`config.mk`:
```
export PLATFORM = sky130hd
export DESIGN_NAME = rb_radiobox_top
export DESIGN_NICKNAME = d
export VERILOG_FILES = /design/src/rtl/rb_pkg.sv /design/src/rtl/rb_sys_regs.sv /design/src/rtl/rb_enable_seq.sv /design/src/rtl/rb_dds_osc.sv /design/src/rtl/rb_mix_multadd.sv /design/src/rtl/rb_led_magnitude.sv /design/src/rtl/rb_radiobox_top.sv
export SDC_FILE = /design/constraint.sdc
export NUM_CORES = 2
export LEC_CHECK = 0
export ABC_CLOCK_PERIOD_IN_PS = 5900
export BUFFER_PORTS_ARGS = -buffer_cell sky130_fd_sc_hd__buf_4
export CAP_MARGIN = 25
export CORE_UTILIZATION = 45
export CTS_CLUSTER_SIZE = 12
export DETAILED_ROUTE_END_ITERATION = 6
export PLACE_DENSITY_LB_ADDON = 0.12
export SETUP_SLACK_MARGIN = 0.3
export SYNTH_ARGS = -nofsm -noshare
export SYNTH_HDL_FRONTEND = slang
export SYNTH_HIERARCHICAL = 1
export SYNTH_SLANG_ARGS = --single-unit
```
`constraint.sdc`:
```
create_clock -name clk_adc_125mhz -period 5.9 [get_ports clk_adc_125mhz]
set_input_delay 0.295 -clock clk_adc_125mhz [delete_from_list [all_inputs] [get_ports clk_adc_125mhz]]
set_output_delay 0.295 -clock clk_adc_125mhz [all_outputs]
set_load 0.02 [all_outputs]
```
`src/rtl/rb_pkg.sv`:
```
// RadioBox shared definitions: register map, bit positions, LED modes and bus/config structs
package rb_pkg;

  // ----------------------------------------------------------
  // register map, byte offsets in the low 20 address bits
  // ----------------------------------------------------------
  localparam logic [19:0] RB_ADDR_CTRL       = 20'h00000;  // control word
  localparam logic [19:0] RB_ADDR_STATUS     = 20'h00004;  // read only
  localparam logic [19:0] RB_ADDR_LED_CTRL   = 20'h0001C;  // led mode, bits 3:0
  localparam logic [19:0] RB_ADDR_OSC_INC_LO = 20'h00020;  // phase increment 31:0
  localparam logic [19:0] RB_ADDR_OSC_INC_HI = 20'h00024;  // phase increment 47:32
  localparam logic [19:0] RB_ADDR_OSC_OFS_LO = 20'h00028;  // phase offset 31:0
  localparam logic [19:0] RB_ADDR_OSC_OFS_HI = 20'h0002C;  // phase offset 47:32
  localparam logic [19:0] RB_ADDR_MIX_GAIN   = 20'h00030;  // signed gain
  localparam logic [19:0] RB_ADDR_MIX_OFS_LO = 20'h00038;  // mixer offset 31:0
  localparam logic [19:0] RB_ADDR_MIX_OFS_HI = 20'h0003C;  // mixer offset 47:32

  // control word bits
  localparam int RB_CTRL_ENABLE     = 0;  // subsystem on
  localparam int RB_CTRL_OSC_RESYNC = 4;  // phase held at zero

  // status word bits
  localparam int RB_STAT_CLK_EN     = 0;
  localparam int RB_STAT_RESET      = 1;   // subsystem out of reset
  localparam int RB_STAT_LEDS_EN    = 2;
  localparam int RB_STAT_OSC_ZERO   = 4;   // osc sample is zero
  localparam int RB_STAT_OSC_VALID  = 5;
  localparam int RB_STAT_MIX_VALID  = 6;
  localparam int RB_STAT_LED_LSB    = 24;  // 31:24 mirror the leds

  typedef enum logic [3:0] {
    DISABLED = 4'd0,  // leds left to the host
    OFF      = 4'd1,  // all dark
    MIX_MAG  = 4'd2,  // bar from mixer output
    OSC_MAG  = 4'd3   // bar from oscillator output
  } rb_led_mode_e;

  typedef logic [31:0]        rb_word_t;
  typedef logic [47:0]        rb_phase_t;   // phase, inc and offsets
  typedef logic signed [15:0] rb_sample_t;

  typedef struct packed {
    logic [31:0] address;
    rb_word_t    wdata;
    logic        wen;   // one cycle strobe
    logic        ren;   // one cycle strobe
  } rb_sys_req_t;

  typedef struct packed {
    rb_word_t rdata;
    logic     err;
    logic     ack;
  } rb_sys_rsp_t;

  typedef struct packed {
    rb_phase_t inc;
    rb_phase_t ofs;
    logic      resync;
  } rb_osc_cfg_t;

  typedef struct packed {
    logic signed [31:0] gain;
    rb_phase_t          ofs;  // unsigned
  } rb_mix_cfg_t;

  typedef struct packed {
    logic       clk_en;
    logic       reset_n;
    logic       leds_en;
    logic       osc_zero;
    logic       osc_valid;
    logic       mix_valid;
    logic [7:0] leds;
  } rb_status_t;

endpackage

```
`src/rtl/rb_sys_regs.sv`:
```
// RadioBox register bank on the strobe/ack system bus, with registered read mux and status capture
module rb_sys_regs import rb_pkg::*; (
  input  logic         clk_adc_125mhz,
  input  logic         adc_rstn_i,
  input  rb_sys_req_t  sys_req,
  output rb_sys_rsp_t  sys_rsp,
  input  rb_status_t   status,
  output logic         rb_enable,
  output rb_led_mode_e led_mode,
  output rb_osc_cfg_t  osc_cfg,
  output rb_mix_cfg_t  mix_cfg
);

  rb_word_t    ctrl_q;
  rb_word_t    led_ctrl_q;
  rb_word_t    inc_lo_q;
  logic [15:0] inc_hi_q;     // upper 16 bits read as zero
  rb_word_t    ofs_lo_q;
  logic [15:0] ofs_hi_q;
  rb_word_t    gain_q;
  rb_word_t    mofs_lo_q;
  logic [15:0] mofs_hi_q;
  rb_word_t    stat_w;
  rb_word_t    stat_q;
  rb_word_t    rdata_q;
  logic        ack_q;

  wire [19:0] addr = sys_req.address[19:0];  // only low 20 bits decoded

  // ----------------------------------------------------------
  // write decode
  // ----------------------------------------------------------
  always_ff @(posedge clk_adc_125mhz) begin
    if (!adc_rstn_i) begin
      ctrl_q     <= '0;
      led_ctrl_q <= '0;
      inc_lo_q   <= '0;
      inc_hi_q   <= '0;
      ofs_lo_q   <= '0;
      ofs_hi_q   <= '0;
      gain_q     <= '0;
      mofs_lo_q  <= '0;
      mofs_hi_q  <= '0;
    end else if (sys_req.wen) begin
      case (addr)
        RB_ADDR_CTRL:       ctrl_q     <= sys_req.wdata;
        RB_ADDR_LED_CTRL:   led_ctrl_q <= sys_req.wdata;
        RB_ADDR_OSC_INC_LO: inc_lo_q   <= sys_req.wdata;
        RB_ADDR_OSC_INC_HI: inc_hi_q   <= sys_req.wdata[15:0];  // masked
        RB_ADDR_OSC_OFS_LO: ofs_lo_q   <= sys_req.wdata;
        RB_ADDR_OSC_OFS_HI: ofs_hi_q   <= sys_req.wdata[15:0];
        RB_ADDR_MIX_GAIN:   gain_q     <= sys_req.wdata;
        RB_ADDR_MIX_OFS_LO: mofs_lo_q  <= sys_req.wdata;
        RB_ADDR_MIX_OFS_HI: mofs_hi_q  <= sys_req.wdata[15:0];
        default: ;                                  // unmapped, dropped
      endcase
    end
  end

  // ----------------------------------------------------------
  // status capture, every cycle
  // ----------------------------------------------------------
  always_comb begin
    stat_w                            = '0;
    stat_w[RB_STAT_CLK_EN]            = status.clk_en;
    stat_w[RB_STAT_RESET]             = status.reset_n;
    stat_w[RB_STAT_LEDS_EN]           = status.leds_en;
    stat_w[RB_STAT_OSC_ZERO]          = status.osc_zero;
    stat_w[RB_STAT_OSC_VALID]         = status.osc_valid;
    stat_w[RB_STAT_MIX_VALID]         = status.mix_valid;
    stat_w[RB_STAT_LED_LSB +: 8]      = status.leds;   // led mirror
  end

  always_ff @(posedge clk_adc_125mhz) begin
    if (!adc_rstn_i) stat_q <= '0;
    else             stat_q <= stat_w;
  end

  // read mux, result valid with ack
  always_ff @(posedge clk_adc_125mhz) begin
    if (sys_req.ren) begin
      case (addr)
        RB_ADDR_CTRL:       rdata_q <= ctrl_q;
        RB_ADDR_STATUS:     rdata_q <= stat_q;
        RB_ADDR_LED_CTRL:   rdata_q <= led_ctrl_q;
        RB_ADDR_OSC_INC_LO: rdata_q <= inc_lo_q;
        RB_ADDR_OSC_INC_HI: rdata_q <= {16'h0, inc_hi_q};
        RB_ADDR_OSC_OFS_LO: rdata_q <= ofs_lo_q;
        RB_ADDR_OSC_OFS_HI: rdata_q <= {16'h0, ofs_hi_q};
        RB_ADDR_MIX_GAIN:   rdata_q <= gain_q;
        RB_ADDR_MIX_OFS_LO: rdata_q <= mofs_lo_q;
        RB_ADDR_MIX_OFS_HI: rdata_q <= {16'h0, mofs_hi_q};
        default:            rdata_q <= '0;     // unmapped reads zero
      endcase
    end
  end

  always_ff @(posedge clk_adc_125mhz) begin
    if (!adc_rstn_i) ack_q <= 1'b0;
    else             ack_q <= sys_req.wen | sys_req.ren;  // every access acked
  end

  assign sys_rsp   = '{rdata: rdata_q, err: 1'b0, ack: ack_q};
  assign rb_enable = ctrl_q[RB_CTRL_ENABLE];
  assign led_mode  = rb_led_mode_e'(led_ctrl_q[3:0]);
  assign osc_cfg   = '{inc: {inc_hi_q, inc_lo_q}, ofs: {ofs_hi_q, ofs_lo_q},
                       resync: ctrl_q[RB_CTRL_OSC_RESYNC]};
  assign mix_cfg   = '{gain: gain_q, ofs: {mofs_hi_q, mofs_lo_q}};

  // master waits for ack before the next strobe, so ack is always a lone pulse
  a_ack_pulse: assert property (@(posedge clk_adc_125mhz) disable iff (!adc_rstn_i)
    ack_q |=> !ack_q);

endmodule

```
`src/rtl/rb_enable_seq.sv`:
```
// RadioBox enable sequencer: clock enable up before reset release, reset before clock stop
module rb_enable_seq import rb_pkg::*; (
  input  logic clk_adc_125mhz,
  input  logic adc_rstn_i,
  input  logic rb_enable,
  output logic rb_clk_en,
  output logic rb_reset_n
);

  logic       en_last;   // enable bit, one cycle late
  logic [1:0] seq_ctr;   // settle timer

  always_ff @(posedge clk_adc_125mhz) begin
    if (!adc_rstn_i) begin
      en_last    <= 1'b0;
      rb_clk_en  <= 1'b0;
      rb_reset_n <= 1'b0;
      seq_ctr    <= '0;
    end else begin
      en_last <= rb_enable;
      if (rb_enable != en_last) begin
        seq_ctr <= 2'd3;                 // reload on any edge
        if (rb_enable)
          rb_clk_en  <= 1'b1;            // power up, clock first
        else
          rb_reset_n <= 1'b0;            // sleep, reset first
      end else if (seq_ctr != 2'd0) begin
        seq_ctr <= seq_ctr - 2'd1;
      end else if (rb_enable) begin
        rb_reset_n <= 1'b1;              // timer elapsed, release
      end else begin
        rb_clk_en  <= 1'b0;              // timer elapsed, stop clock
      end
    end
  end

  // processing blocks only leave reset with a running clock enable
  a_rst_needs_clk: assert property (@(posedge clk_adc_125mhz) disable iff (!adc_rstn_i)
    rb_reset_n |-> rb_clk_en);

endmodule

```
`src/rtl/rb_dds_osc.sv`:
```
// RadioBox DDS oscillator: phase accumulator with offset and resync, sawtooth sample out
module rb_dds_osc import rb_pkg::*; #(
  parameter int PHASE_W = 48
) (
  input  logic        clk_adc_125mhz,
  input  logic        rb_clk_en,
  input  logic        rb_reset_n,
  input  rb_osc_cfg_t osc_cfg,
  output rb_sample_t  osc_sample,
  output logic        osc_valid
);

  logic [PHASE_W-1:0] phase_q;
  logic [PHASE_W-1:0] phase_ofs;  // phase seen at the output

  assign phase_ofs = phase_q + osc_cfg.ofs[PHASE_W-1:0];

  // ----------------------------------------------------------
  // accumulator and sample register
  // ----------------------------------------------------------
  always_ff @(posedge clk_adc_125mhz) begin
    if (!rb_reset_n) begin
      phase_q   <= '0;
      osc_valid <= 1'b0;
    end else if (rb_clk_en) begin
      osc_valid <= 1'b1;                        // first enabled cycle on
      if (osc_cfg.resync)
        phase_q <= '0;                          // held at zero
      else
        phase_q <= phase_q + osc_cfg.inc[PHASE_W-1:0];  // wraps mod 2^PHASE_W
    end
  end

  // sample is the top 16 bits of the offset phase
  always_ff @(posedge clk_adc_125mhz) begin
    if (rb_clk_en)
      osc_sample <= phase_ofs[PHASE_W-1 -: 16];
  end

endmodule

```
`src/rtl/rb_mix_multadd.sv`:
```
// RadioBox mixer that multiplies by a signed gain and adds an unsigned offset over MIX_LAT stages
module rb_mix_multadd import rb_pkg::*; #(
  parameter int MIX_LAT = 4   // at least 2 for mult and add
) (
  input  logic        clk_adc_125mhz,
  input  logic        rb_clk_en,
  input  logic        rb_reset_n,
  input  rb_sample_t  osc_sample,
  input  logic        osc_valid,
  input  rb_mix_cfg_t mix_cfg,
  output rb_sample_t  mix_sample,
  output logic        mix_valid
);

  typedef struct packed {
    logic      vld;
    rb_phase_t data;
  } mix_stage_t;

  mix_stage_t         stg [MIX_LAT];  // pipeline stages carrying data with its valid
  logic signed [47:0] prod;           // 16 x 32 signed fits in 48

  assign prod = osc_sample * $signed(mix_cfg.gain);

  // ----------------------------------------------------------
  // pipeline advancing only on clock enable
  // ----------------------------------------------------------
  always_ff @(posedge clk_adc_125mhz) begin
    if (!rb_reset_n) begin
      for (int i = 0; i < MIX_LAT; i++)
        stg[i].vld <= 1'b0;                     // data left as is
    end else if (rb_clk_en) begin
      stg[0] <= '{vld: osc_valid, data: {prod[46:0], 1'b0}};  // gain x2
      stg[1] <= '{vld: stg[0].vld, data: stg[0].data + mix_cfg.ofs};  // mod 2^48
      for (int i = 2; i < MIX_LAT; i++)
        stg[i] <= stg[i-1];                     // delay only
    end
  end

  assign mix_sample = stg[MIX_LAT-1].data[47:32];
  assign mix_valid  = stg[MIX_LAT-1].vld;

  // output valid appears only while the clock enable runs
  a_vld_on_clk_en: assert property (@(posedge clk_adc_125mhz) disable iff (!rb_reset_n)
    $rose(mix_valid) |-> rb_clk_en);

endmodule

```
`src/rtl/rb_led_magnitude.sv`:
```
// RadioBox LED magnitude indicator: bar pattern from a selected sample at a divided rate
module rb_led_magnitude import rb_pkg::*; #(
  parameter int LED_DIV_W = 20   // update period 2^LED_DIV_W cycles
) (
  input  logic         clk_adc_125mhz,
  input  logic         adc_rstn_i,
  input  logic         rb_reset_n,
  input  logic         rb_en,
  input  rb_led_mode_e led_mode,
  input  rb_sample_t   osc_sample,
  input  rb_sample_t   mix_sample,
  output logic         leds_en,
  output logic [7:0]   leds
);

  logic [LED_DIV_W-1:0] div_ctr;

  // ----------------------------------------------------------
  // sample to bar, positive grows left, negative grows right
  // ----------------------------------------------------------
  function automatic logic [7:0] mag_bar(input rb_sample_t val);
    logic [7:0] bar;
    bar = 8'h00;                          // exact zero
    if (!val[15]) begin
      if (val[14])         bar = 8'hF0;
      else if (val[13])    bar = 8'h70;
      else if (val[12])    bar = 8'h30;
      else if (val[11])    bar = 8'h10;
      else if (val != '0)  bar = 8'h80;   // small positive
    end else begin
      if (!val[14])        bar = 8'h0F;
      else if (!val[13])   bar = 8'h0E;
      else if (!val[12])   bar = 8'h0C;
      else if (!val[11])   bar = 8'h08;
      else                 bar = 8'h01;   // small negative
    end
    return bar;
  endfunction

  always_ff @(posedge clk_adc_125mhz) begin
    if (!adc_rstn_i || !rb_reset_n) begin
      leds_en <= 1'b0;
      leds    <= 8'h00;
      div_ctr <= '0;
    end else if (led_mode != DISABLED && rb_en) begin
      leds_en <= 1'b1;                    // indicator owns the leds
      div_ctr <= div_ctr + 1'b1;
      if (div_ctr == '0) begin            // divided update
        case (led_mode)
          OSC_MAG: leds <= mag_bar(osc_sample);
          MIX_MAG: leds <= mag_bar(mix_sample);
          default: leds <= 8'h00;         // off and unknown modes
        endcase
      end
    end else begin
      leds_en <= 1'b0;
      leds    <= 8'h00;
      div_ctr <= '0;
    end
  end

endmodule

```
`src/rtl/rb_radiobox_top.sv`:
```
// RadioBox single channel signal source: register bank, sequencer, DDS, mixer and LED indicator
module rb_radiobox_top import rb_pkg::*; #(
  parameter int PHASE_W   = 48,
  parameter int MIX_LAT   = 4,
  parameter int LED_DIV_W = 20
) (
  input  logic        clk_adc_125mhz,
  input  logic        adc_rstn_i,
  input  rb_sys_req_t sys_req,
  output rb_sys_rsp_t sys_rsp,
  output logic        rb_en,          // output sample valid
  output rb_sample_t  rb_out,
  output logic        rb_leds_en,
  output logic [7:0]  rb_leds_data
);

  logic         rb_enable;
  logic         rb_clk_en;
  logic         rb_reset_n;
  rb_led_mode_e led_mode;
  rb_osc_cfg_t  osc_cfg;
  rb_mix_cfg_t  mix_cfg;
  rb_sample_t   osc_sample;
  logic         osc_valid;
  logic         mix_valid;
  rb_status_t   status;

  // ----------------------------------------------------------
  // input side
  // ----------------------------------------------------------
  rb_sys_regs u_rb_sys_regs (
    .clk_adc_125mhz (clk_adc_125mhz),
    .adc_rstn_i     (adc_rstn_i),
    .sys_req        (sys_req),
    .sys_rsp        (sys_rsp),
    .status         (status),
    .rb_enable      (rb_enable),
    .led_mode       (led_mode),
    .osc_cfg        (osc_cfg),
    .mix_cfg        (mix_cfg)
  );

  // ----------------------------------------------------------
  // processing
  // ----------------------------------------------------------
  rb_enable_seq u_rb_enable_seq (
    .clk_adc_125mhz (clk_adc_125mhz),
    .adc_rstn_i     (adc_rstn_i),
    .rb_enable      (rb_enable),
    .rb_clk_en      (rb_clk_en),
    .rb_reset_n     (rb_reset_n)
  );

  rb_dds_osc #(.PHASE_W(PHASE_W)) u_rb_dds_osc (
    .clk_adc_125mhz (clk_adc_125mhz),
    .rb_clk_en      (rb_clk_en),
    .rb_reset_n     (rb_reset_n),
    .osc_cfg        (osc_cfg),
    .osc_sample     (osc_sample),
    .osc_valid      (osc_valid)
  );

  rb_mix_multadd #(.MIX_LAT(MIX_LAT)) u_rb_mix_multadd (
    .clk_adc_125mhz (clk_adc_125mhz),
    .rb_clk_en      (rb_clk_en),
    .rb_reset_n     (rb_reset_n),
    .osc_sample     (osc_sample),
    .osc_valid      (osc_valid),
    .mix_cfg        (mix_cfg),
    .mix_sample     (rb_out),
    .mix_valid      (mix_valid)
  );

  // ----------------------------------------------------------
  // output side
  // ----------------------------------------------------------
  rb_led_magnitude #(.LED_DIV_W(LED_DIV_W)) u_rb_led_magnitude (
    .clk_adc_125mhz (clk_adc_125mhz),
    .adc_rstn_i     (adc_rstn_i),
    .rb_reset_n     (rb_reset_n),
    .rb_en          (rb_en),
    .led_mode       (led_mode),
    .osc_sample     (osc_sample),
    .mix_sample     (rb_out),
    .leds_en        (rb_leds_en),
    .leds           (rb_leds_data)
  );

  assign rb_en  = mix_valid;
  assign status = '{clk_en:    rb_clk_en,
                    reset_n:   rb_reset_n,
                    leds_en:   rb_leds_en,
                    osc_zero:  (osc_sample == '0),  // zero flag
                    osc_valid: osc_valid,
                    mix_valid: mix_valid,
                    leds:      rb_leds_data};

endmodule

```
======== After elaboration in Yosys (flattened, before gate mapping) ========
Memory sizes are Yosys's and may differ from the RTL's.
Cells that the tools add are included.
storage, ports and cells
  bits in registers ....................... 404
  memory bits (writable) .................. 196
  input bits .............................. 68
  output and inout port bits .............. 60
  memories ................................ 1
memory list
  memory                words  width  rd ports  clocked after Yosys merged registers in  write ports  RTL line              text
  u_rb_mix_multadd.stg  4      49     4         0                                        4            rb_mix_multadd.sv:20  mix_stage_t stg [MIX_LAT];
cells by class
  add/subtract/negate cells ............... 5
  $mul .................................... 1
  equality and inequality tests ........... 16
  muxes and demuxes ....................... 40
  bitwise logic cells ..................... 6
  reductions and logical operators ........ 25
operator list
  operator               number
  $pmux 32 s10           1
  $add 48x48->48         3
  $mux 8                 18
  $eq 20x6->1 const B    7
  $mux 48                1
  $mul 16x32->47         1
  $logic_not 20->1       2
  $reduce_bool 16->1     2
  $add 20x1->20 const B  1
  $eq 20x3->1 const B    1
  $eq 20x5->1 const B    1
  $reduce_and 2->1       9
  $logic_not 16->1       1
  $pmux 8 s2             1
  $mux 1                 15
  $eq 4x2->1 const B     2
  $mux 4                 2
  $reduce_and 3->1       2
  $reduce_bool 2->1      3
  $or 1x1->1             5
  $mux 2                 2
  $ne 2x1->1 const B     2
  $ne 2x2->1 const B     2
  $reduce_bool 4->1      1
  other kinds (7)        8

======== Logic depth before layout (Yosys ltp) ========
An unclocked memory read counts as a cell.
  word-level depth ........................ 9
  mapped depth ............................ 26
  gate-level depth less buffers ........... 24

======== Hierarchy ========
Netlist, hierarchy kept.
modules (own cells, without submodules)
  module            instances  cells an instance  area each (um2)
  rb_mix_multadd    1          2259               21810.9
  rb_sys_regs       1          1522               13818.3
  rb_dds_osc        1          766                6332.3
  rb_led_magnitude  1          192                1564.0
  rb_enable_seq     1          23                 239.0
  rb_radiobox_top   1          5                  33.8

======== Worst setup path before layout ========
Ideal clock, no wire load.
  kind .................................... reg-to-reg
  start ................................... reg u_rb_dds_osc.osc_sample[15]
  end ..................................... mem u_rb_mix_multadd/stg[0][46] (netlist name) (data pin)
  setup time .............................. 0.265 ns
  arrival ................................. 6.081 ns
  required time ........................... 5.635 ns
  setup slack ............................. -0.446 ns
  stages on the path, launching flop included .. 24
  path buffers ............................ 3
  period minus slack after synthesis ...... 6.346 ns
  cell sequence ........................... edfxtp_1 > clkbuf_1 > inv_1 > buf_1 > nor2_1 > fa_1 > fa_1 > fa_1 > fa_1 > fa_1 > inv_1 > fa_1 > inv_1 > ha_1 > clkbuf_1 > a21o_1 > a21o_1 > a21oi_1 > o221ai_1 > o2111ai_2 > nand4_1 > a311oi_1 > o21ai_0 > xor2_1
RTL lines
  element                   RTL line              text
  start: declaration        rb_dds_osc.sv:9       output rb_sample_t osc_sample,
  start signal: assignment  rb_dds_osc.sv:37      osc_sample <= phase_ofs[PHASE_W-1 -: 16];
  end: declaration          rb_mix_multadd.sv:20

==> qor.txt <==
Ratio of cells with drive above 1 in the final layout: 15.98%
Synth warn: 6
# DRC: 0
Cell area after layout: 0.05119 sq mm
Net Count, Synth: 5571
Synth top cells by count: inv_1, nand2_1, fa_1
Worst slack, placed: -0.5635 ns
Max Fclk: 154.7 MHz
Post-route worst setup slack: -0.5660 ns
Post-synth top area share: 21.99%
Detailed-route via count: 36160
Async SR Flop Fraction: 0%
Die area: 0.09858 sq mm
Clock sinks: 485
Clk Tree Root Cell: clkbuf_16
Worst-margin pin slew: 1.148 ns
Cell Area, Placed: 0.04786 sq mm
# diodes: 0
Primary FF master, synth: dfxtp_1
Vias in the first global route: 34850
FF+latch count, synth: 485
Setup TNS Final: -8.365 ns
Mean Syn Cell Area: 9.188 sq um
Register area share after synthesis: 25.46%
Die X: 314.0 microns
WL per Instance: 23.41 microns
Pwr dens: 148.6 mW/mm^2
Multi-input combinational cell area: 0.02977 sq mm
Core ar.: 0.09657 sq mm
Clock-pin slew on the worst setup and hold paths: 0.06 ns
Dpl hpwl: 112900 microns
Count leader, synth: inv_1
Critical Path AT: 6.84 ns
Inserted Clock Buffers: 57
Slowest stage delay, CP: 0.56 ns
Number of synthesized flops with an enable pin: 144
Final Skew: 0.01568 ns
Max-cap violations: 0
Filler Cell Count: 8817
Worst Path Max Fanout: 6
Top cells by area, synth: fa_1, dfxtp_1, edfxtp_1
Total wire length: 148300 microns
Post-route core utilization: 53.01%
Initial drt markers: 3331
GR Overflow Total: 0
Critical path data required time: 6.28 ns
Status: finished with violations
Final setup viols: 26
RSZ-0062 raised after global routing: true
Nets: 5817
Router iterations before antenna repair: 6
Gpl congestion: 0.9318
Maximum vdd drop: 0.2206 mV
Critical path capture point type: register
Chip Height: 314.0 microns
Boundary pin count: 128
Worst hold path class: in -> reg
Reg-to-reg setup timing slack: -0.57 ns
Critical setup path kind: reg -> reg
Initial antenna violation count: 3
Area grow syn2layout: 16.87%
Final Hold Vio Count: 0
Final Cycle Share: 109.6%
Clk buf depth: 3
Distinct cells, synth: 102
Starting density of the core: 45.36%
Failing checks: setup timing
FF/Latch Area: 0.01117 sq mm
Mapped Area: 0.04380 sq mm
PortBufs: 114
P_leak: 22.63 nW
Worst skew pair latency: 0.64 ns
Largest area contributor in the netlist: fa_1
Relative slew margins: 22.86%
Worst setup SP type: register
Vias per cell: 5.705
H-tree depth: 2
Mapped Cells: 4767
Largest net degree at the start of global routing: 179
Gr usage total: 29.77%
First-pass GRT wire length: 222900 microns
Routed Antenna Nets: 0
Post-layout min period: 6.466 ns
# rows: 114
Worst path slowest cell: fa_2
CTS tree: built
Final max-slew violation count: 0
[cells in the final DEF, fill, tap and decap left out, drive strengths merged, types with 94 or more instances in the layout]
master,n
inv,602
nand2,494
fa,481
buf,475
dfxtp,341
o21ai,273
ha,255
and2,245
nand4,194
a21boi,186
a21oi,165
edfxtp,144
nand3,125
nor2,117
a21o,98
mux2i,94
[metrics by stage]
| step | cells | total power [mW] | hold slack, ns |
|---|---|---|---|
| 2_1_floorplan | 4767 | 3.689 | 0.4003 |
| 3_3_place_gp | 6166 | 3.830 | 0.4013 |
| 3_5_place_dp | 6169 | 3.831 | 0.4045 |
| 4_1_cts | 6304 | 7.647 | 0.002987 |
| 5_1_grt | 6337 | 7.791 | 0.01853 |
| 6_report | 6337 | 7.605 | 0.04134 |
[cell type report]
cell class / count / share of cell area [%]
Multi-Input combinational cell: 3366 / 58.16
Sequential cell: 485 / 21.82
Timing Repair Buffer: 503 / 8.577
Inverter: 600 / 4.400
Clock buffer: 83 / 3.336
Tap cell: 1276 / 3.119
Clock inverter: 24 / 0.5842
[state kept, by name, indices dropped and copies added, names as in the netlist, 14 cells and up]
name / count
u_rb_sys_regs/inc_hi_q: 16
u_rb_sys_regs/rdata_q: 32
u_rb_sys_regs/ctrl_q: 32
u_rb_sys_regs/inc_lo_q: 32
u_rb_dds_osc/osc_sample: 16
u_rb_dds_osc/phase_q: 48
u_rb_sys_regs/mofs_hi_q: 16
u_rb_led_magnitude/div_ctr: 20
u_rb_sys_regs/mofs_lo_q: 32
u_rb_sys_regs/ofs_hi_q: 16
u_rb_sys_regs/stat_q: 14
u_rb_sys_regs/led_ctrl_q: 32
u_rb_mix_multadd/stg: 99
u_rb_sys_regs/ofs_lo_q: 32
u_rb_sys_regs/gain_q: 32
[per-layer routing]
metal / share of wire [%] / track usage (%) / up-vias
met1: 45 / 43.43 / 18020
met5: 0.014 / 0 / -
met2: 44 / 45.21 / 1376
li1: - / - / 16550
met3: 7.5 / 4.486 / 211
met4: 3.7 / 9.446 / 4
[repair_timing]
item                                    in CTS  in global routing
pin swaps                                   18                 55
gates resized for setup                     61                124
endpoints found under the setup margin      32                 34
hold buffers                                23                  0
hold endpoints to repair                   111                  0
setup buffers                                5                 28
cloned                                       0                  5
[report_power, final]
| group | internal (mW) | total [mW] | switching, mW |
|---|---|---|---|
| Clock | 2.27 | 3.82 | 1.55 |
| Sequential | 3.43 | 3.44 | 0.00949 |
| Combinational | 0.113 | 0.343 | 0.230 |
[worst max-delay path: cells and delay by family (launching register included)]
kind	cells	cell delay [ns]
adders and majority gates	7	3.10
AOI/OAI and AO/OA	8	1.59
buffers and inverters	7	0.68
DFF	1	0.44
and+or+nand+nor	2	0.28
xor gates and xnor gates	1	0.09
[kinds of logic (layout without fill, tap and decap cells)]
kind of cell | after synthesis | after routing | share of synthesized area, %
compound gates | 950 | 950 | 14.30
xor+xnor | 137 | 137 | 2.740
fa+ha+maj | 736 | 736 | 29.27
buf+inv | 916 | 1210 | 8.345
flops | 485 | 485 | 25.46
mux | 130 | 130 | 3.134
other cells | 1 | 1 | 0.008562
simple gates | 1412 | 1412 | 16.74
[worst paths after layout]
kind / depth (start not counted) / startpoint / endpoint
max: 25 / u_rb_dds_osc/osc_sample[4] / u_rb_mix_multadd/stg[0][45]
min: 3 / sys_req[17] / u_rb_sys_regs/ofs_lo_q[15]
max reg2reg: 25 / u_rb_dds_osc/osc_sample[4] / u_rb_mix_multadd/stg[0][45]
min reg2reg: 0 / u_rb_mix_multadd/stg[2][42] / u_rb_mix_multadd/stg[3][42]
Note: power is estimated with default switching activity, not from simulation.
